`config.mk`:
```
export PLATFORM = sky130hd
export DESIGN_NAME = apb_subsystem
export DESIGN_NICKNAME = d
export VERILOG_FILES = /design/src/source/apb_sub_pkg.sv /design/src/source/apb_subsystem.sv /design/src/source/power_wake_ctrl.sv /design/src/source/interval_timer.sv /design/src/source/gpio_block.sv /design/src/source/ahb_apb_bridge.sv
export SDC_FILE = /design/constraint.sdc
export NUM_CORES = 1
export LEC_CHECK = 0
export BUFFER_PORTS_ARGS = -buffer_cell sky130_fd_sc_hd__clkbuf_2
export CELL_PAD_IN_SITES_DETAIL_PLACEMENT = 0
export CELL_PAD_IN_SITES_GLOBAL_PLACEMENT = 2
export CORE_UTILIZATION = 26
export DETAILED_ROUTE_END_ITERATION = 10
export PLACE_DENSITY_LB_ADDON = 0.1
export SETUP_SLACK_MARGIN = 0.3
export SYNTH_ARGS = -nofsm -noshare
export SYNTH_HDL_FRONTEND = slang
export SYNTH_SLANG_ARGS = --single-unit
```
`constraint.sdc`:
```
create_clock -name i_hclk -period 2.15 [get_ports i_hclk]
set_clock_uncertainty 0.15 [all_clocks]
set_input_delay 0.43 -clock i_hclk [delete_from_list [all_inputs] [get_ports i_hclk]]
set_output_delay 0.43 -clock i_hclk [all_outputs]
set_load 0.02 [all_outputs]
```
`src/source/apb_sub_pkg.sv`:
```
// Subsystem address map, slot and register offset enums, bridge state enum, AHB codes
`default_nettype none

package apb_sub_pkg;

  // ----------------------------------------
  // Address map
  // ----------------------------------------
  localparam logic [31:0] APB_BASE = 32'h0080_0000; // Slot 0 starts here
  localparam int SLOT_SPAN_BITS = 16;                // 64 KB per slot

  // Peripheral slots, slot 3 and up unmapped
  typedef enum logic [1:0] {
    SLOT_GPIO = 2'd0,
    SLOT_TTC  = 2'd1,
    SLOT_PWR  = 2'd2
  } slot_e;

  // ----------------------------------------
  // Register word offsets
  // ----------------------------------------
  typedef enum logic [4:0] {
    GPIO_DOUT = 5'h00, // Output data
    GPIO_OE   = 5'h04, // Output enable, active high
    GPIO_DIN  = 5'h08, // Synchronised pins, RO
    GPIO_MASK = 5'h0C, // Change irq mask
    GPIO_STAT = 5'h10  // Change status, W1C
  } gpio_reg_e;

  typedef enum logic [4:0] {
    TTC_CTRL     = 5'h00, // [0] enable, [1] irq enable
    TTC_INTERVAL = 5'h04,
    TTC_COUNT    = 5'h08, // RO
    TTC_STAT     = 5'h0C  // [0] expiry, W1C
  } ttc_reg_e;

  typedef enum logic [4:0] {
    PWR_CTRL = 5'h00, // [0] isolate_mem
    PWR_STAT = 5'h04  // [0] wake pending, W1C
  } pwr_reg_e;

  // Bridge sequencer
  typedef enum logic [1:0] {ST_IDLE, ST_SETUP, ST_ACCESS, ST_ERROR} bridge_state_e;

  // AHB-lite transfer and response codes
  localparam logic [1:0] HTRANS_NONSEQ = 2'b10;
  localparam logic [1:0] HTRANS_SEQ    = 2'b11;
  localparam logic [1:0] HRESP_OKAY    = 2'b00;
  localparam logic [1:0] HRESP_ERROR   = 2'b01;

endpackage

`default_nettype wire
```
`src/source/apb_subsystem.sv`:
```
// Subsystem top level joining the AHB-to-APB bridge, GPIO, timer and power controller
`timescale 1ns/1ps
`default_nettype none

module apb_subsystem #(
  parameter int GPIO_WIDTH   = 16,
  parameter int NUM_EXT_IRQS = 4
) (
  input  wire                     i_hclk,
  input  wire                     i_rst_n,
  // AHB-lite slave port
  input  wire                     i_hsel,
  input  wire  [31:0]             i_haddr,
  input  wire  [1:0]              i_htrans,
  input  wire                     i_hwrite,
  input  wire  [31:0]             i_hwdata,
  input  wire                     i_hready_in,
  output logic [31:0]             o_hrdata,
  output logic                    o_hready,
  output logic [1:0]              o_hresp,
  // Pins and interrupts
  input  wire  [GPIO_WIDTH-1:0]   i_gpio_pin_in,
  input  wire  [NUM_EXT_IRQS-1:0] i_ext_irq,
  output logic [GPIO_WIDTH-1:0]   o_gpio_pin_out,
  output logic [GPIO_WIDTH-1:0]   o_n_gpio_pin_oe,
  output logic                    o_gpio_irq,
  output logic                    o_ttc_irq,
  output logic                    o_pcm_irq,
  output logic                    o_isolate_mem
);

  // ----------------------------------------
  // Shared APB bus
  // ----------------------------------------
  logic [4:0]  paddr;
  logic        pwrite;
  logic [31:0] pwdata;
  logic        penable;
  logic        psel_gpio, psel_ttc, psel_pwr;        // One select per peer
  logic [31:0] prdata_gpio, prdata_ttc, prdata_pwr;

  ahb_apb_bridge u_bridge (
    .i_hclk        (i_hclk),
    .i_rst_n       (i_rst_n),
    .i_hsel        (i_hsel),
    .i_haddr       (i_haddr),
    .i_htrans      (i_htrans),
    .i_hwrite      (i_hwrite),
    .i_hwdata      (i_hwdata),
    .i_hready_in   (i_hready_in),
    .o_hrdata      (o_hrdata),
    .o_hready      (o_hready),
    .o_hresp       (o_hresp),
    .i_prdata_gpio (prdata_gpio),
    .i_prdata_ttc  (prdata_ttc),
    .i_prdata_pwr  (prdata_pwr),
    .o_paddr       (paddr),
    .o_pwrite      (pwrite),
    .o_pwdata      (pwdata),
    .o_penable     (penable),
    .o_psel_gpio   (psel_gpio),
    .o_psel_ttc    (psel_ttc),
    .o_psel_pwr    (psel_pwr)
  );

  gpio_block #(.GPIO_WIDTH(GPIO_WIDTH)) u_gpio (
    .i_hclk          (i_hclk),
    .i_rst_n         (i_rst_n),
    .i_psel          (psel_gpio),
    .i_penable       (penable),
    .i_pwrite        (pwrite),
    .i_paddr         (paddr),
    .i_pwdata        (pwdata),
    .i_gpio_pin_in   (i_gpio_pin_in),
    .o_prdata        (prdata_gpio),
    .o_gpio_pin_out  (o_gpio_pin_out),
    .o_n_gpio_pin_oe (o_n_gpio_pin_oe),
    .o_gpio_irq      (o_gpio_irq)
  );

  interval_timer u_ttc (
    .i_hclk    (i_hclk),
    .i_rst_n   (i_rst_n),
    .i_psel    (psel_ttc),
    .i_penable (penable),
    .i_pwrite  (pwrite),
    .i_paddr   (paddr),
    .i_pwdata  (pwdata),
    .o_prdata  (prdata_ttc),
    .o_ttc_irq (o_ttc_irq)
  );

  // Wake detector sees both peer interrupts plus external lines
  power_wake_ctrl #(.NUM_EXT_IRQS(NUM_EXT_IRQS)) u_pwr (
    .i_hclk        (i_hclk),
    .i_rst_n       (i_rst_n),
    .i_psel        (psel_pwr),
    .i_penable     (penable),
    .i_pwrite      (pwrite),
    .i_paddr       (paddr),
    .i_pwdata      (pwdata),
    .i_gpio_irq    (o_gpio_irq),
    .i_ttc_irq     (o_ttc_irq),
    .i_ext_irq     (i_ext_irq),
    .o_prdata      (prdata_pwr),
    .o_isolate_mem (o_isolate_mem),
    .o_pcm_irq     (o_pcm_irq)
  );

endmodule

`default_nettype wire

```
`src/source/power_wake_ctrl.sv`:
```
// Memory isolate control register and wake-event detector for the power interrupt
`timescale 1ns/1ps
`default_nettype none

module power_wake_ctrl #(
  parameter int NUM_EXT_IRQS = 4
) (
  input  wire                     i_hclk,
  input  wire                     i_rst_n,
  input  wire                     i_psel,
  input  wire                     i_penable,
  input  wire                     i_pwrite,
  input  wire  [4:0]              i_paddr,
  input  wire  [31:0]             i_pwdata,
  input  wire                     i_gpio_irq,
  input  wire                     i_ttc_irq,
  input  wire  [NUM_EXT_IRQS-1:0] i_ext_irq,
  output logic [31:0]             o_prdata,
  output logic                    o_isolate_mem,
  output logic                    o_pcm_irq
);

  logic wr_en;
  logic wake_cond;   // Level wake request
  logic wake_cond_q; // Previous cycle, for edge detect
  logic pending;

  assign wr_en = i_psel && i_penable && i_pwrite;

  // Sleep wakes on any source, hibernate only on GPIO
  assign wake_cond = o_isolate_mem ? i_gpio_irq : (i_gpio_irq || i_ttc_irq || (|i_ext_irq));

  always_ff @(posedge i_hclk or negedge i_rst_n) begin
    if (!i_rst_n) begin
      o_isolate_mem <= 1'b0;
      wake_cond_q   <= 1'b0;
      pending       <= 1'b0;
    end else begin
      wake_cond_q <= wake_cond;
      if (wr_en && i_paddr == apb_sub_pkg::PWR_CTRL) o_isolate_mem <= i_pwdata[0];
      if (wake_cond && !wake_cond_q) pending <= 1'b1; // Rising edge sets
      else if (wr_en && i_paddr == apb_sub_pkg::PWR_STAT && i_pwdata[0]) pending <= 1'b0;
    end
  end

  assign o_prdata  = (i_paddr == apb_sub_pkg::PWR_CTRL) ? {31'b0, o_isolate_mem} :
                     (i_paddr == apb_sub_pkg::PWR_STAT) ? {31'b0, pending} : 32'b0;
  assign o_pcm_irq = pending;

endmodule

`default_nettype wire

```
`src/source/interval_timer.sv`:
```
// Interval timer with control, interval, count and status registers and expiry interrupt
`timescale 1ns/1ps
`default_nettype none

module interval_timer (
  input  wire         i_hclk,
  input  wire         i_rst_n,
  input  wire         i_psel,
  input  wire         i_penable,
  input  wire         i_pwrite,
  input  wire  [4:0]  i_paddr,
  input  wire  [31:0] i_pwdata,
  output logic [31:0] o_prdata,
  output logic        o_ttc_irq
);

  logic [1:0]  ctrl;     // [0] run, [1] irq enable
  logic [15:0] interval;
  logic [15:0] count;
  logic        expired;  // Sticky wrap flag
  logic        wr_en;

  assign wr_en = i_psel && i_penable && i_pwrite;

  always_ff @(posedge i_hclk or negedge i_rst_n) begin
    if (!i_rst_n) begin
      ctrl     <= '0;
      interval <= '0;
      count    <= '0;
      expired  <= 1'b0;
    end else begin
      // Counter, restarted by any control write
      if (wr_en && i_paddr == apb_sub_pkg::TTC_CTRL) begin
        ctrl  <= i_pwdata[1:0];
        count <= '0;
      end else if (ctrl[0]) begin
        count <= (count == interval) ? '0 : count + 16'd1; // Period is interval+1
      end
      if (wr_en && i_paddr == apb_sub_pkg::TTC_INTERVAL) interval <= i_pwdata[15:0];
      // Expiry flag, wrap wins over W1C
      if (ctrl[0] && count == interval && !(wr_en && i_paddr == apb_sub_pkg::TTC_CTRL)) begin
        expired <= 1'b1;
      end else if (wr_en && i_paddr == apb_sub_pkg::TTC_STAT && i_pwdata[0]) begin
        expired <= 1'b0;
      end
    end
  end

  always_comb begin
    case (i_paddr)
      apb_sub_pkg::TTC_CTRL:     o_prdata = {30'b0, ctrl};
      apb_sub_pkg::TTC_INTERVAL: o_prdata = {16'b0, interval};
      apb_sub_pkg::TTC_COUNT:    o_prdata = {16'b0, count};
      apb_sub_pkg::TTC_STAT:     o_prdata = {31'b0, expired};
      default:                   o_prdata = '0;
    endcase
  end

  assign o_ttc_irq = expired && ctrl[1];

endmodule

`default_nettype wire

```
`src/source/gpio_block.sv`:
```
// GPIO registers, two-flop input synchroniser and masked pin-change interrupt
`timescale 1ns/1ps
`default_nettype none

module gpio_block #(
  parameter int GPIO_WIDTH = 16
) (
  input  wire                   i_hclk,
  input  wire                   i_rst_n,
  input  wire                   i_psel,
  input  wire                   i_penable,
  input  wire                   i_pwrite,
  input  wire  [4:0]            i_paddr,
  input  wire  [31:0]           i_pwdata,
  input  wire  [GPIO_WIDTH-1:0] i_gpio_pin_in,
  output logic [31:0]           o_prdata,
  output logic [GPIO_WIDTH-1:0] o_gpio_pin_out,
  output logic [GPIO_WIDTH-1:0] o_n_gpio_pin_oe,
  output logic                  o_gpio_irq
);

  logic [GPIO_WIDTH-1:0] dout;
  logic [GPIO_WIDTH-1:0] oe;
  logic [GPIO_WIDTH-1:0] mask;
  logic [GPIO_WIDTH-1:0] stat;      // Sticky change bits
  logic [GPIO_WIDTH-1:0] sync_1;    // First synchroniser stage
  logic [GPIO_WIDTH-1:0] din;       // Second stage, seen as GPIO_DIN
  logic [GPIO_WIDTH-1:0] din_prev;  // Last cycle's din
  logic [GPIO_WIDTH-1:0] change;
  logic [GPIO_WIDTH-1:0] stat_clr;
  logic                  wr_en;

  assign wr_en    = i_psel && i_penable && i_pwrite; // Access cycle write
  assign change   = din ^ din_prev;
  assign stat_clr = (wr_en && i_paddr == apb_sub_pkg::GPIO_STAT) ?
                    i_pwdata[GPIO_WIDTH-1:0] : '0;

  always_ff @(posedge i_hclk or negedge i_rst_n) begin
    if (!i_rst_n) begin
      dout     <= '0;
      oe       <= '0;
      mask     <= '0;
      stat     <= '0;
      sync_1   <= '0;
      din      <= '0;
      din_prev <= '0;
    end else begin
      sync_1   <= i_gpio_pin_in;
      din      <= sync_1;
      din_prev <= din;
      stat     <= (stat & ~stat_clr) | change; // New change beats the clear
      if (wr_en) begin
        case (i_paddr)
          apb_sub_pkg::GPIO_DOUT: dout <= i_pwdata[GPIO_WIDTH-1:0];
          apb_sub_pkg::GPIO_OE:   oe   <= i_pwdata[GPIO_WIDTH-1:0];
          apb_sub_pkg::GPIO_MASK: mask <= i_pwdata[GPIO_WIDTH-1:0];
          default: ;                            // DIN read-only, STAT above
        endcase
      end
    end
  end

  // Register read mux
  always_comb begin
    case (i_paddr)
      apb_sub_pkg::GPIO_DOUT: o_prdata = 32'(dout);
      apb_sub_pkg::GPIO_OE:   o_prdata = 32'(oe);
      apb_sub_pkg::GPIO_DIN:  o_prdata = 32'(din);
      apb_sub_pkg::GPIO_MASK: o_prdata = 32'(mask);
      apb_sub_pkg::GPIO_STAT: o_prdata = 32'(stat);
      default:                o_prdata = '0;
    endcase
  end

  assign o_gpio_pin_out  = dout;
  assign o_n_gpio_pin_oe = ~oe;           // Pad enable is active low
  assign o_gpio_irq      = |(stat & mask); // Mask bit set lets it through

endmodule

`default_nettype wire

```
`src/source/ahb_apb_bridge.sv`:
```
// AHB-lite slave to APB bridge with setup/access sequencer, slot decoder and read mux
`timescale 1ns/1ps
`default_nettype none

module ahb_apb_bridge (
  input  wire         i_hclk,
  input  wire         i_rst_n,
  // AHB-lite slave side
  input  wire         i_hsel,
  input  wire  [31:0] i_haddr,
  input  wire  [1:0]  i_htrans,
  input  wire         i_hwrite,
  input  wire  [31:0] i_hwdata,
  input  wire         i_hready_in,
  output logic [31:0] o_hrdata,
  output logic        o_hready,
  output logic [1:0]  o_hresp,
  // APB master side
  input  wire  [31:0] i_prdata_gpio,
  input  wire  [31:0] i_prdata_ttc,
  input  wire  [31:0] i_prdata_pwr,
  output logic [4:0]  o_paddr,
  output logic        o_pwrite,
  output logic [31:0] o_pwdata,
  output logic        o_penable,
  output logic        o_psel_gpio,
  output logic        o_psel_ttc,
  output logic        o_psel_pwr
);

  localparam int SLOT_BITS = 24 - apb_sub_pkg::SLOT_SPAN_BITS; // Width of haddr[23:16]

  apb_sub_pkg::bridge_state_e state;
  apb_sub_pkg::slot_e         slot_q;   // Decoded slot of the transfer in flight
  logic [4:0]                 addr_q;   // Register offset
  logic                       write_q;
  logic [31:0]                wdata_q;
  logic [31:0]                prdata_mux;
  logic [SLOT_BITS-1:0]       slot_idx;
  logic                       in_window;
  logic                       mapped;
  logic                       xfer_req;
  logic                       apb_active;

  // ----------------------------------------
  // Address phase decode
  // ----------------------------------------
  assign xfer_req = i_hsel && i_hready_in &&
                    (i_htrans == apb_sub_pkg::HTRANS_NONSEQ ||
                     i_htrans == apb_sub_pkg::HTRANS_SEQ);
  assign in_window = (i_haddr[31:24] == apb_sub_pkg::APB_BASE[31:24]);
  // Slot index relative to base, wraps below base to a large value
  assign slot_idx = i_haddr[23:apb_sub_pkg::SLOT_SPAN_BITS] -
                    apb_sub_pkg::APB_BASE[23:apb_sub_pkg::SLOT_SPAN_BITS];
  assign mapped = in_window && (slot_idx < SLOT_BITS'(3)); // Only slots 0..2 exist

  // ----------------------------------------
  // Sequencer
  // ----------------------------------------
  always_ff @(posedge i_hclk or negedge i_rst_n) begin
    if (!i_rst_n) begin
      state    <= apb_sub_pkg::ST_IDLE;
      o_hready <= 1'b1;
      o_hresp  <= apb_sub_pkg::HRESP_OKAY;
      slot_q   <= apb_sub_pkg::SLOT_GPIO;
      addr_q   <= '0;
      write_q  <= 1'b0;
    end else begin
      case (state)
        apb_sub_pkg::ST_IDLE: begin
          o_hresp <= apb_sub_pkg::HRESP_OKAY; // Ends the second ERROR cycle
          if (xfer_req) begin
            addr_q   <= i_haddr[4:0];
            write_q  <= i_hwrite;
            slot_q   <= apb_sub_pkg::slot_e'(slot_idx[1:0]);
            o_hready <= 1'b0;                 // Stall the data phase
            if (mapped) begin
              state <= apb_sub_pkg::ST_SETUP;
            end else begin
              state   <= apb_sub_pkg::ST_ERROR; // First ERROR cycle, hready low
              o_hresp <= apb_sub_pkg::HRESP_ERROR;
            end
          end
        end
        apb_sub_pkg::ST_SETUP:  state <= apb_sub_pkg::ST_ACCESS;
        apb_sub_pkg::ST_ACCESS: begin
          state    <= apb_sub_pkg::ST_IDLE;
          o_hready <= 1'b1;                   // Read data valid with this
        end
        apb_sub_pkg::ST_ERROR: begin
          state    <= apb_sub_pkg::ST_IDLE;
          o_hready <= 1'b1;                   // hresp held at ERROR
        end
        default: state <= apb_sub_pkg::ST_IDLE;
      endcase
    end
  end

  // Write data arrives in the AHB data phase
  always_ff @(posedge i_hclk) begin
    if (state == apb_sub_pkg::ST_SETUP) wdata_q <= i_hwdata;
    if (state == apb_sub_pkg::ST_ACCESS && !write_q) o_hrdata <= prdata_mux;
  end

  // Read data select by slot
  always_comb begin
    case (slot_q)
      apb_sub_pkg::SLOT_GPIO: prdata_mux = i_prdata_gpio;
      apb_sub_pkg::SLOT_TTC:  prdata_mux = i_prdata_ttc;
      apb_sub_pkg::SLOT_PWR:  prdata_mux = i_prdata_pwr;
      default:                prdata_mux = '0;
    endcase
  end

  // ----------------------------------------
  // APB outputs
  // ----------------------------------------
  assign apb_active  = (state == apb_sub_pkg::ST_SETUP) || (state == apb_sub_pkg::ST_ACCESS);
  assign o_paddr     = addr_q;
  assign o_pwrite    = write_q;
  assign o_pwdata    = (state == apb_sub_pkg::ST_SETUP) ? i_hwdata : wdata_q; // Pass in setup
  assign o_penable   = (state == apb_sub_pkg::ST_ACCESS);
  assign o_psel_gpio = apb_active && (slot_q == apb_sub_pkg::SLOT_GPIO);
  assign o_psel_ttc  = apb_active && (slot_q == apb_sub_pkg::SLOT_TTC);
  assign o_psel_pwr  = apb_active && (slot_q == apb_sub_pkg::SLOT_PWR);

endmodule

`default_nettype wire

```
# Yosys cells after proc, flatten, opt, wreduce, memory -nomap -nowiden
# Index checks and enable logic that the tools add are counted.
# W data, S select, Z words.
[op_classes]
shift = 0
bitwise = 6
n_reduce_logical = 48
n_div = 0
order_cmp = 1
n_addsub = 2
mul = 0
eq_ne = 13
mux = 22
[op_table]
columns = ["cell", "count"]
rows = [
  ["$pmux W32 S3", 1],
  ["$mux W16", 5],
  ["$pmux W16 S5", 1],
  ["$pmux W16 S4", 1],
  ["$and A16 B16 Y16", 2],
  ["$mux W32", 1],
  ["$not A16 Y16", 2],
  ["$logic_and A1 B1 Y1", 25],
  ["$add A16 B1 Y16 const B", 1],
  ["$eq A16 B16 Y1", 1],
  ["$or A16 B16 Y16", 1],
  ["$reduce_or A16 Y1", 1],
  ["$xor A16 B16 Y16", 1],
  ["$eq A2 B2 Y1 const B", 5],
  ["$eq A5 B4 Y1 const B", 2],
  ["$reduce_and A2 Y1", 5],
  ["$logic_not A8 Y1", 1],
  ["$lt A8 B2 Y1 const B", 1],
  ["$mux W1", 8],
  ["$reduce_bool A2 Y1", 4],
  ["$sub A8 B8 Y8 const B", 1],
  ["$mux W2", 3],
  ["$pmux W2 S3", 1],
  ["$eq A5 B3 Y1 const B", 1],
  ["other kinds (10)", 17],
]
[word_totals]
ramBits = 0
ff_bits = 211
memories = 0
rom_bits = 0
elab_cells = 114
latchBits = 0
inputBits = 91

# Longest topological paths before layout
# Gate-level depths: netlist of run 1.
[depth]
depth_word = 10
mapped_depth = 8
depth_no_buf = 6

# Modules after synthesis
# Synthesis of run 1 repeated with hierarchy kept, for this count alone.
[unflattened]
hier_cells = 846
hier_area_um2 = 10551.4
[modules_own_cells]
columns = ["module", "area_each_um2", "instances", "cells_per_inst", "seq_area_each_um2"]
rows = [
  ["gpio_block", 4725.8, 1, 338, 2802.7],
  ["ahb_apb_bridge", 3280.6, 1, 259, 1903.1],
  ["interval_timer", 2140.8, 1, 201, 875.8],
  ["power_wake_ctrl", 404.1, 1, 48, 75.1],
]

# Worst setup path before layout of run 1
# Ideal clock, no wire load.
[synth_timing]
path_type = "register to register"
startpoint = "register u_bridge.state[0]"
endpoint = "register u_bridge.o_hrdata[0], enable pin"
setup_slack_ns = -0.078
setup_time_ns = 0.413
path_stages_with_launch = 2
t_required_ns = 1.587
arrival_time_ns = 1.665
synth_period_minus_slack_ns = 2.228
path_cell_list = "dfrtp_1 nor3b_1"
[synth_via]
elab_chain_len = 2
[synth_rtl]
columns = ["element", "line_no", "text"]
rows = [
  ["start, declared", "ahb_apb_bridge.sv:33", "apb_sub_pkg::bridge_state_e state;"],
  ["start signal, assigned", "ahb_apb_bridge.sv:62", "state <= apb_sub_pkg::ST_IDLE;"],
  ["start signal, assigned", "ahb_apb_bridge.sv:78", "state <= apb_sub_pkg::ST_SETUP;"],
  ["start signal, assigned", "ahb_apb_bridge.sv:80", "state <= apb_sub_pkg::ST_ERROR;"],
  ["$eq A2 B2 Y1", "ahb_apb_bridge.sv:102", "if (state == apb_sub_pkg::ST_ACCESS && !write_q) o_hrdata <= prdata_mux;"],
  ["$logic_and A1 B1 Y1", "ahb_apb_bridge.sv:102", ""],
  ["end signal, assigned", "ahb_apb_bridge.sv:102", ""],
  ["end, declared", "ahb_apb_bridge.sv:15", "output logic [31:0] o_hrdata,"],
]
# No other way between the ends.
# A chain may end at the register's enable or synchronous reset.

# Final worst setup path of run 1
[layout_timing]
startpoint = "register u_gpio.mask[4]"
endpoint = "output o_gpio_irq"
[layout_via]
elab_chain_len = 2
[layout_rtl]
columns = ["element", "line_no", "text"]
rows = [
  ["start, declared", "gpio_block.sv:24", "logic [GPIO_WIDTH-1:0] mask;"],
  ["start signal, assigned", "gpio_block.sv:56", "apb_sub_pkg::GPIO_MASK: mask <= i_pwdata[GPIO_WIDTH-1:0];"],
  ["$and A16 B16 Y16", "gpio_block.sv:77", "assign o_gpio_irq = |(stat & mask);"],
  ["$reduce_or A16 Y1", "gpio_block.sv:77", ""],
  ["end, declared", "apb_subsystem.sv:26", "output logic o_gpio_irq,"],
]
# No other way between the ends.

==> summary.md, run 1 <==
| Metric | Value |
|---|---|
| Largest family of logic cells by synthesized area | `compound AO/OA/AOI/OAI gates` |
| R2r setup slk | `-0.03 ns` |
| Via density | `4.787` |
| Total negative slack | `-0.3495 ns` |
| CP endpoint | `o_gpio_irq` |
| Initial antenna violation count | `0` |
| Final worst slack | `-0.2880 ns` |
| Pint | `7.224 mW` |
| Commonest cells after routing, fill and taps aside | `dfrtp_1 (150), clkbuf_2 (113), buf_4 (70), nand2_1 (49), o21ai_1 (40)` |
| Netlist Area Pre-Place | `8026 sq um` |
| Min-Delay Path Class | `in -> reg` |
| Largest net degree at the start of global routing | `55` |
| Final Critical Period | `2.438 ns` |
| Ys Warns | `0` |
| Sequential power share | `~43%` |
| Fmax | `410.2 MHz` |
| Detailed Routing Iterations Pass 1 | `7` |
| Ys flop type | `dfrtp_1` |
| Routability Congestion | `slightly above 0.8` |
| Psw | `3.596 mW` |
| Starting Density | `26.73%` |
| GRT overflow | `0` |
| R2R cell count | `8` |
| Worst R2R Start | `u_bridge.o_paddr[1]$_DFFE_PN0P_` |
| Post-Synth Simple-Gate Area | `10.93%` |
| Worst Path Arrival | `1.86 ns` |
| Xor and xnor area share after synthesis | `under 10%` |
| Final Hold Vio Count | `0` |
| CTS Buffer Depth | `2` |
| CTS tree | `yes` |
| Total power | `approximately 11 mW` |
| Sw Ratio | `33.23%` |
| Die Ht | `177.7 um` |
| Ant. Diodes | `0` |
| Clock share of power | `30.4%` |
| Post-synthesis cell count | `727` |
| Count of final setup violators | `4` |
| Nets | `1058` |
| Comb power frac | `about a quarter` |
| Vias in the first global route | `6631` |
| Worst R2R End | `u_bridge.o_hrdata[14]$_DFFE_PP_` |
| Worst Setup Path Type | `reg -> out` |
| First-pass GRT wire length | `~42000 um` |
| DR vias | `6554` |
| Crit-path max FO | `3` |
| Htree depth | `4` |
| Outcome | `finished, violations left` |
| Final instance area | `~12000 sq um` |
| Cells along the critical path | `a22o_1 > a221oi_2 > and4_4 > inv_2 > buf_8` |
| Adder-Cell Fraction of Synth Area | `less than 1%` |
| Synth Register Bits | `a little under 200` |
| Required @ worst endpoint | `1.57 ns` |
| Clock Tree Root | `clkbuf_16` |
| Proportion of layout cells with a drive suffix above 1 | `46.78%` |
| Drt total wl | `28230 um` |
| Max Cap Violations | `0` |
| Remaining antenna violation count after routing | `0` |
| Register area share after synthesis | `around 60%` |
| Fraction of registers with async set/reset | `between 80% and 90%` |
| Most common cell after layout, fill and taps aside | `dfrtp_1` |
| Number of synthesized flops with an enable pin | `16` |
| Core area | `30030 sq um` |
| Area Overhead vs Synth | `50.34%` |
| Clock Sinks | `194` |
| Die ar. | `between 30000 and 40000 sq um` |
| Row count | `63` |
| Global-route usage over all layers | `18.51%` |
| Crit end category | `output pin` |
| DRC violations left | `0` |
| Final Max Slew Viols | `0` |
| Post-DP HPWL | `around 17000 um` |
| Largest stage delay on the critical path | `0.40 ns` |
| Wire per inst | `20.62 um` |
| Post-synthesis mux area share | `3.242%` |
| Post-synthesis cell type count | `54` |
| Clock network latency to the later pin of the worst-skew pair | `0.44 ns` |
| CP startpoint kind | `flop` |
| Port Buffers | `116` |
| Placed instance area | `around 9500 sq um` |
| Peak VDD IR | `0.5322 mV` |
| Period utilization | `113.4%` |
| Finished Core Util | `40.18%` |
| CTS Buf Count | `17` |
| Die width | `177.7 um` |
| Failing checks | `setup timing` |
| Critical path launch point | `u_gpio.mask[4]$_DFFE_PN0P_` |
| PwrDens | `approximately 900 nW/um^2` |
| I/O pin count | `162` |
| Min Hold Slack | `0.07903 ns` |
| Synthesized area per cell | `between 10 and 15 sq um` |
| Clock slew at reported path FFs | `0.07 ns` |
| Compound-Gate Fraction of Synth Area | `14.95%` |
| Slowest-stage cell, CP | `dfrtp_1` |
| First DRT Iteration DRCs | `498` |
| Leak | `a little over 5 nW` |
| RSZ-0062 raised after global routing | `true` |
repair_timing:
item	CTS	global route
gates resized for setup	226	117
hold buffers	17	0
cloned	14	3
endpoints found under the hold margin	44	0
setup buffers	36	6
setup endpoints to repair	118	119
pin swaps	49	27
synth_stat cells (2+ instances only):
cell type  count  area, sq um
clkbuf_2       4        20.02
dfxtp_1       16        320.3
nor3_1         5        25.02
clkbuf_1      20        75.07
a21o_1        16        120.1
a31oi_1        3        18.77
or4_1          2        15.01
nor3b_1        2        15.01
xnor2_1       22        192.7
mux2i_1       17        170.2
or3_4          2        22.52
nand3b_1       3        22.52
a22o_1         5        43.79
a222oi_1      17        170.2
a21oi_1       20        100.1
and2_1         2        12.51
nand2_1       84        315.3
nand3_1       12        60.06
o21ai_0       87        435.4
nor4_1         7        43.79
nand4_1        4        25.02
buf_4         18        135.1
a22oi_1       32        240.2
edfxtp_1      16        480.5
nor2b_1        2        12.51
nand2b_1       3        18.77
mux2_2         8        90.09
xor2_1        21        183.9
o21ai_1        2        10.01
a221oi_1       4        35.03
buf_2         15        75.07
dfrtp_1      161         4029
inv_1         36        135.1
nor2_1        39        146.4
cell families after synthesis:
kind of cell / after synthesis
flip-flops: 194
multiplexers: 25
AO/OA/AOI/OAI: 189
AND/OR/NAND/NOR: 181
adder cells (fa/ha/maj): 1
other: 1
XOR/XNOR: 43
buffers and inverters: 93
flip-flops by register name, summed over array words and instances (netlist names), 5 cells and up:
| register | cells |
|---|---|
| u_bridge.o_hrdata | 16 |
| u_bridge.o_paddr | 5 |
| u_bridge.wdata_q | 16 |
| u_gpio.din | 16 |
| u_gpio.din_prev | 16 |
| u_gpio.mask | 16 |
| u_gpio.o_gpio_pin_out | 16 |
| u_gpio.oe | 16 |
| u_gpio.stat | 16 |
| u_gpio.sync_1 | 16 |
| u_ttc.count | 16 |
| u_ttc.interval | 16 |
worst min-delay path by stage:
stage                                startpoint                               to  slack, ns  depth (start not counted)
finish                                 i_hwrite    u_bridge.o_pwrite$_DFFE_PN0P_       0.08                          2
CTS                                  i_haddr[3]  u_bridge.o_paddr[3]$_DFFE_PN0P_       0.06                          2
global placement     u_gpio.sync_1[9]$_DFF_PN0_          u_gpio.din[9]$_DFF_PN0_       0.18                          0
floorplan                               i_rst_n  u_bridge.o_hresp[0]$_DFFE_PN0N_      -0.02                          0
detailed placement  u_gpio.sync_1[10]$_DFF_PN0_         u_gpio.din[10]$_DFF_PN0_       0.18                          0
global route                           i_hwrite    u_bridge.o_pwrite$_DFFE_PN0P_       0.06                          2
metrics by stage:
stage / cells / setup WS (ns)
global placement: 1261 / -0.01585
detailed placement: 1261 / -0.009904
floorplan: 743 / 0.2607
global route: 1369 / -0.3501
finish: 1369 / -0.2880
CTS: 1360 / -0.3208
final cells by class:
class / count / area, sq um
fill: 2922 / 17970
sequential: 194 / 4870
multi-input combinational: 456 / 3621
timing repair buffer: 261 / 2352
tap: 390 / 488.0
clock buffer: 19 / 464.2
clock inverter: 13 / 136.4
inverter: 36 / 135.1
worst max-delay path, delay by kind of cell, from the launching register on:
family	cells	cell delay [ns]
buf+inv	2	0.17
compound gates	2	0.54
simple gates	1	0.31
flops	1	0.40
routing by layer:
metal / track usage (%) / wire, um / up-vias
met5: 0 / 0 / -
met4: 5.377 / 360 / 0
met3: 2.999 / 1020 / 26
met2: 29.96 / 13750 / 182
met1: 25.36 / 13090 / 3327
li1: - / - / 3019
power by group through the flow:
stage	Combinational (mW)	Clock [mW]	Sequential [mW]
6_report	2.84	3.29	4.69
5_1_grt	3.09	3.52	4.75
4_1_cts	2.69	3.38	4.67
3_5_place_dp	2.13	0	4.71
3_3_place_gp	2.10	0	4.70
2_1_floorplan	1.15	0	4.68
Note: power is estimated with default switching activity, not from simulation.
==> run 2, diff against run 1 <==
--- a/config.mk
+++ b/config.mk
@@ -8,10 +8,11 @@
 export BUFFER_PORTS_ARGS = -buffer_cell sky130_fd_sc_hd__clkbuf_2
 export CELL_PAD_IN_SITES_DETAIL_PLACEMENT = 0
 export CELL_PAD_IN_SITES_GLOBAL_PLACEMENT = 2
+export CORE_MARGIN = 2
 export CORE_UTILIZATION = 26
 export DETAILED_ROUTE_END_ITERATION = 10
 export PLACE_DENSITY_LB_ADDON = 0.1
-export SETUP_SLACK_MARGIN = 0.3
+export REMOVE_ABC_BUFFERS = 1
 export SYNTH_ARGS = -nofsm -noshare
 export SYNTH_HDL_FRONTEND = slang
 export SYNTH_SLANG_ARGS = --single-unit
==> summary.md, run 2 (synthesis gave the netlist of run 1 again) <==
| Metric | Value |
|---|---|
| Nets | `1007 (-4.8%)` |
| Final Hold Vio Count | `0 (unchanged)` |
| CTS tree | `yes` |
| Finished Core Util | `34.12% (-6.1 points)` |
| Max Cap Violations | `0 (unchanged)` |
| Min-Delay Path Class | `in -> reg` |
| Drt total wl | `24220 um (-14%)` |
| Sw Ratio | `31.03% (-2.2 points)` |
| Clock slew at reported path FFs | `0.08 ns (about the same)` |
| Min Hold Slack | `0.08098 ns (+0.001947 ns)` |
| Initial antenna violation count | `0 (unchanged)` |
| Htree depth | `4 (unchanged)` |
| Worst Path Arrival | `1.92 ns (+0.06 ns)` |
| Final Critical Period | `2.498 ns (+0.05990 ns)` |
| Die width | `179.7 um (+1.1%)` |
| Commonest cells after routing, fill and taps aside | `dfrtp_1 (159), clkbuf_2 (114), o21ai_0 (84), nand2_1 (84), buf_4 (68)` |
| Area Overhead vs Synth | `29.68%` |
| Failing checks | `setup timing` |
| Leak | `4.501 nW (-11%)` |
| Crit-path max FO | `2 (-1)` |
| Total negative slack | `-0.3479 ns (+0.001590 ns)` |
| CTS Buf Count | `17 (unchanged)` |
| Peak VDD IR | `0.5440 mV (+2.2%)` |
| Inst Count DP | `1271 (+0.79%)` |
| Reg area | `4858 sq um (-0.23%)` |
| CTS Buffer Depth | `2 (unchanged)` |
| Count of final setup violators | `1 (-3)` |
| Psw | `3.160 mW (-12%)` |
| PwrDens | `978.5 nW/um^2 (+9.1%)` |
| Core area | `30510 sq um (+1.6%)` |
| Post-DP HPWL | `16670 um (-3.0%)` |
| Outcome | `finished, violations left` |
| Remaining antenna violation count after routing | `0 (unchanged)` |
| Pint | `7.025 mW (-2.8%)` |
| CP startpoint kind | `flop` |
| Die Ht | `179.7 um (+1.1%)` |
| DRC violations left | `0 (unchanged)` |
| RSZ-0062 raised after global routing | `true` |
| Wire per inst | `18.29 um (-11%)` |
| Final Instance Count excl. Fillers | `1324 (-3.3%)` |
| Sequential power share | `45.4% (+2.0 points)` |
| Most common cell after layout, fill and taps aside | `dfrtp_1` |
| Starting Density | `26.31% (-0.42 points)` |
| Multi-input gate area | `2846 sq um (-21%)` |
| Clock Tree Root | `clkbuf_16` |
| Final instance area | `10410 sq um (-14%)` |
| Worst Setup Path Type | `reg -> out` |
| Via density | `4.571 (-4.5%)` |
| Comb power frac | `21.0% (-5.3 points)` |
| Row count | `64 (+1.6%)` |
| Required @ worst endpoint | `1.57 ns (about the same)` |
| Final worst slack | `-0.3479 ns (-0.05990 ns)` |
| I/O pin count | `162 (unchanged)` |
| Clock share of power | `33.6% (+3.2 points)` |
| Routability Congestion | `0.8434 (+2.0%)` |
| Global-route usage over all layers | `15.13% (-3.4 points)` |
| Placed instance area | `9513 sq um (-0.29%)` |
| Fmax | `400.3 MHz (-2.4%)` |
| Period utilization | `116.2% (+2.8 points)` |
| Clock Sinks | `194 (unchanged)` |
| GRT overflow | `0 (unchanged)` |
| # fillers | `3129 (+7.1%)` |
| Ant. Diodes | `0 (unchanged)` |
| Total power | `10.18 mW (-5.9%)` |
| Detailed Routing Iterations Pass 1 | `5 (-2)` |
| Largest net degree at the start of global routing | `51 (-7.3%)` |
| DR vias | `6052 (-7.7%)` |
| Clock network latency to the later pin of the worst-skew pair | `0.45 ns (about the same)` |
| Crit end category | `output pin` |
| Vias in the first global route | `6237 (-5.9%)` |
| Proportion of layout cells with a drive suffix above 1 | `27.37% (-19 points)` |
| Die ar. | `32290 sq um (+2.3%)` |
| Pre-CTS setup slack | `-0.04264 ns (-0.03273 ns)` |
| Final Max Slew Viols | `0 (unchanged)` |
| First DRT Iteration DRCs | `409 (-18%)` |
| First-pass GRT wire length | `37310 um (-12%)` |
| Port Buffers | `116 (unchanged)` |
## run 2: cell types whose count changed in the layout (fill, tap and decap cells not counted), sizes merged
cell	previous run	this run
clkbuf	134	137
buf	127	78
clkinvlp	0	1
clkinv	5	3
inv	43	39
bufinv	1	3
bufbuf	2	0
## run 2: path summary, 6_finish.rpt
| path | startpoint | end | slack (ns) | cells past startpoint |
|---|---|---|---|---|
| worst max-delay path | u_gpio.mask[1]$_DFFE_PN0P_ | o_gpio_irq | -0.35 | 6 |
| worst min-delay path | i_haddr[1] | u_bridge.o_paddr[1]$_DFFE_PN0P_ | 0.08 | 2 |
| worst max register to register | u_bridge.o_paddr[1]$_DFFE_PN0P_ | u_bridge.o_hrdata[15]$_DFFE_PP_ | 0.03 | 6 |
| worst min register to register | u_gpio.sync_1[8]$_DFF_PN0_ | u_gpio.din[8]$_DFF_PN0_ | 0.19 | 0 |
| max in group asynchronous | i_rst_n | u_gpio.o_gpio_pin_out[6]$_DFFE_PN0P_ | 0.93 | 3 |
| min in group asynchronous | i_rst_n | u_gpio.o_gpio_pin_out[7]$_DFFE_PN0P_ | 0.32 | 2 |
## run 2: what timing repair did
action	in CTS	in global routing
gates cloned	0	1
resized for setup	5	13
pin swaps	0	5
hold buffers	17	0
hold endpoints to repair	45	0
setup endpoints to repair	13	80
setup buffers	0	3
## run 2: per-layer routing
layer / part of all wire (%) / GRT usage, % / wire length (um)
met5: 0 / 0 / 0
met4: 1.3 / 4.488 / 313
met3: 3.9 / 3.140 / 948
met2: 47 / 24.05 / 11500
met1: 47 / 20.80 / 11460
## run 2: area by class of cell
cell class              instances  area share (%)
flip-flops and latches        194           46.68
well taps                     396           4.760
repair buffers                210           13.93
clock buffers                  22           4.568
clock inverters                10           1.418
inverters                      36           1.298
multi-input cells             456           27.35
## run 2: power by group through the flow
stage | logic (mW) | clock network (mW) | registers [mW]
final | 2.14 | 3.43 | 4.62
after detailed placement | 2.09 | 0 | 4.68
after floorplan | 0.970 | 0 | 4.72
after CTS | 2.13 | 3.55 | 4.62
after global placement | 2.06 | 0 | 4.66
after global routing | 2.38 | 3.72 | 4.69
## run 2: critical path: stages, from the launching register on
cell      delay [ns]
dfrtp_1         0.39
a22o_1          0.26
a221oi_2        0.23
buf_4           0.18
and4_4          0.24
inv_2           0.04
buf_6           0.12
==> run 3, diff against run 2 <==
--- a/config.mk
+++ b/config.mk
@@ -9,7 +9,7 @@
 export CELL_PAD_IN_SITES_DETAIL_PLACEMENT = 0
 export CELL_PAD_IN_SITES_GLOBAL_PLACEMENT = 2
 export CORE_MARGIN = 2
-export CORE_UTILIZATION = 26
+export CORE_UTILIZATION = 32
 export DETAILED_ROUTE_END_ITERATION = 10
 export PLACE_DENSITY_LB_ADDON = 0.1
 export REMOVE_ABC_BUFFERS = 1
==> constraint.sdc (replaced) <==
create_clock -name i_hclk -period 2.15 [get_ports i_hclk]
set_clock_uncertainty 0.15 [all_clocks]
set_input_delay 0.1075 -clock i_hclk [delete_from_list [all_inputs] [get_ports i_hclk]]
set_output_delay 0.1075 -clock i_hclk [all_outputs]
set_load 0.02 [all_outputs]
==> summary.md, run 3 (synthesis gave the netlist of run 1 again) <==
| Metric | Value |
|---|---|
| Die width | `162.4 um (-9.6%)` |
| Row count | `57 (-11%)` |
| Slew headroom | `57.88%` |
| Period utilization | `99.01% (-17 points)` |
| Wire per inst | `18.02 um (-1.5%)` |
| Proportion of layout cells with a drive suffix above 1 | `26.60% (-0.77 points)` |
| Die Ht | `162.4 um (-9.6%)` |
| Clock Sinks | `194 (unchanged)` |
| Min-Delay Path Class | `in -> reg` |
| Clock network latency to the later pin of the worst-skew pair | `0.43 ns (-0.02 ns)` |
| Core area | `24460 sq um (-20%)` |
| Failing checks | `hold timing` |
| Leak | `4.607 nW (+2.4%)` |
| Remaining antenna violation count after routing | `0 (unchanged)` |
| Min Hold Slack | `-0.02454 ns (-0.1055 ns)` |
| Most common cell after layout, fill and taps aside | `dfrtp_1` |
| Required @ worst endpoint | `1.89 ns (+0.32 ns)` |
| Final Hold Vio Count | `2 (+2)` |
| DRC violations left | `0 (unchanged)` |
| R2r setup slk | `0.07 ns (+0.04 ns)` |
| Fmax | `469.8 MHz (+17%)` |
| First DRT Iteration DRCs | `425 (+3.9%)` |
| Htree depth | `4 (unchanged)` |
| Vias in the first global route | `6343 (+1.7%)` |
| PwrDens | `932.0 nW/um^2 (-4.8%)` |
| Largest stage delay on the critical path | `0.40 ns (about the same)` |
| Initial antenna violation count | `0 (unchanged)` |
| Count of final setup violators | `0 (-1)` |
| CTS tree | `yes` |
| GRT overflow | `0 (unchanged)` |
| Max Cap Violations | `0 (unchanged)` |
| Ant. Diodes | `0 (unchanged)` |
| Via density | `4.869 (+6.5%)` |
| Final Critical Period | `2.129 ns (-0.3692 ns)` |
| Drt total wl | `23050 um (-4.8%)` |
| Final Max Slew Viols | `0 (unchanged)` |
| Final worst slack | `0.02135 ns (+0.3692 ns)` |
| Largest net degree at the start of global routing | `58 (+14%)` |
| CP startpoint kind | `flop` |
| Post-DP HPWL | `15630 um (-6.3%)` |
| Detailed Routing Iterations Pass 1 | `8 (+3)` |
| First-pass GRT wire length | `35640 um (-4.5%)` |
| Crit-path max FO | `2 (unchanged)` |
| Global-route usage over all layers | `17.71% (+2.6 points)` |
| Worst Setup Path Type | `reg -> out` |
| CTS Buf Count | `17 (unchanged)` |
| Routability Congestion | `0.8707 (+3.2%)` |
| RSZ-0062 raised after global routing | `true` |
| Slowest-stage cell, CP | `dfrtp_1` |
| Starting Density | `32.81% (+6.5 points)` |
| Outcome | `finished, violations left` |
| DR vias | `6227 (+2.9%)` |
| Clock Tree Root | `clkbuf_16` |
| Crit end category | `output pin` |
| Commonest cells after routing, fill and taps aside | `dfrtp_1 (157), clkbuf_2 (114), nand2_1 (84), o21ai_0 (82), buf_4 (56)` |
| Cells along the critical path | `a22o_1 > a221oi_2 > buf_4 > and4_4 > inv_2 > buf_8` |
| Worst Path Arrival | `1.87 ns (-0.05 ns)` |
| Nets | `1034 (+2.7%)` |
| Area Overhead vs Synth | `31.96%` |
| CTS Buffer Depth | `2 (unchanged)` |
| Clock slew at reported path FFs | `0.08 ns (about the same)` |
| Worst-margin pin slew | `roughly 0.63 ns` |
| I/O pin count | `162 (unchanged)` |
| Die ar. | `26370 sq um (-18%)` |
| Pre-CTS setup slack | `0.03729 ns (+0.07992 ns)` |
| Port Buffers | `116 (unchanged)` |
| Peak VDD IR | `0.3856 mV (-29%)` |
run 3: cell count changes in the layout (fill, tap and decap cells not counted), moves of 3 or more:
cell           change
buf_4             -12
buf_6              +3
bufinv_16          -3
clkbuf_1           -3
dlygate4sd3_1     +34
inv_8              +5
run 3: power by group:
group | leakage [nW] | switching, mW | total, mW | internal [mW]
Clock | 0.285 | 1.57 | 3.11 | 1.55
Combinational | 2.27 | 1.24 | 2.15 | 0.906
Sequential | 2.05 | 0.416 | 4.61 | 4.19
run 3: final cells by class:
cell class	instances	area [sq um]
timing repair buffer	237	1769
fill	2411	13870
tap	324	405.4
sequential	194	4861
clock inverter	15	143.9
multi-input combinational	456	2851
inverter	36	135.1
clock buffer	17	425.4
run 3: repair_timing:
| item | CTS | global route |
|---|---|---|
| endpoints found under the hold margin | 221 | 0 |
| hold buffers | 53 | 0 |
| gates resized for setup | 7 | 23 |
| pin swaps | 2 | 4 |
| endpoints found under the setup margin | 1 | 38 |
| cloned | 0 | 2 |
| setup buffers | 3 | 3 |
run 3: path summary, 6_finish.rpt:
path,endpoint,depth (start not counted),from
min,u_bridge.state[0]$_DFFE_PN0P_,4,i_htrans[1]
max reg2reg,u_bridge.o_hrdata[6]$_DFFE_PP_,7,u_bridge.o_paddr[1]$_DFFE_PN0P_
min in group asynchronous,u_bridge.o_paddr[0]$_DFFE_PN0P_,2,i_rst_n
max in group asynchronous,u_ttc.interval[10]$_DFFE_PN0P_,3,i_rst_n
min reg2reg,u_gpio.din[9]$_DFF_PN0_,0,u_gpio.sync_1[9]$_DFF_PN0_
max,o_gpio_irq,6,u_gpio.mask[1]$_DFFE_PN0P_
run 3: layer usage:
| metal | up-vias | routed length (um) | GRT usage (%) |
|---|---|---|---|
| li1 | 2957 | - | - |
| met1 | 3075 | 10680 | 24.43 |
| met2 | 180 | 11040 | 29.23 |
| met3 | 15 | 1131 | 2.878 |
| met4 | 0 | 197 | 4.505 |
| met5 | - | 0 | 0 |
run 3: worst max-delay path, delay by kind of cell (launching register included):
family	cells	cell delay [ns]
AO/OA/AOI/OAI	2	0.47
buffers and inverters	3	0.34
flip-flops	1	0.40
AND/OR/NAND/NOR	1	0.23
run 3: per-stage QoR:
stage	power (mW)	area, sq um	TNS, ns	std cells	utilization (%)
floorplan	5.691	7781	-36.86	686	-
global placement	6.650	9360	0	1189	38.26
detailed placement	6.704	9360	0	1189	38.26
CTS	9.941	10510	-0.05291	1276	42.94
global route	10.41	10590	-0.07279	1279	43.30
finish	9.871	10590	0	1279	43.30
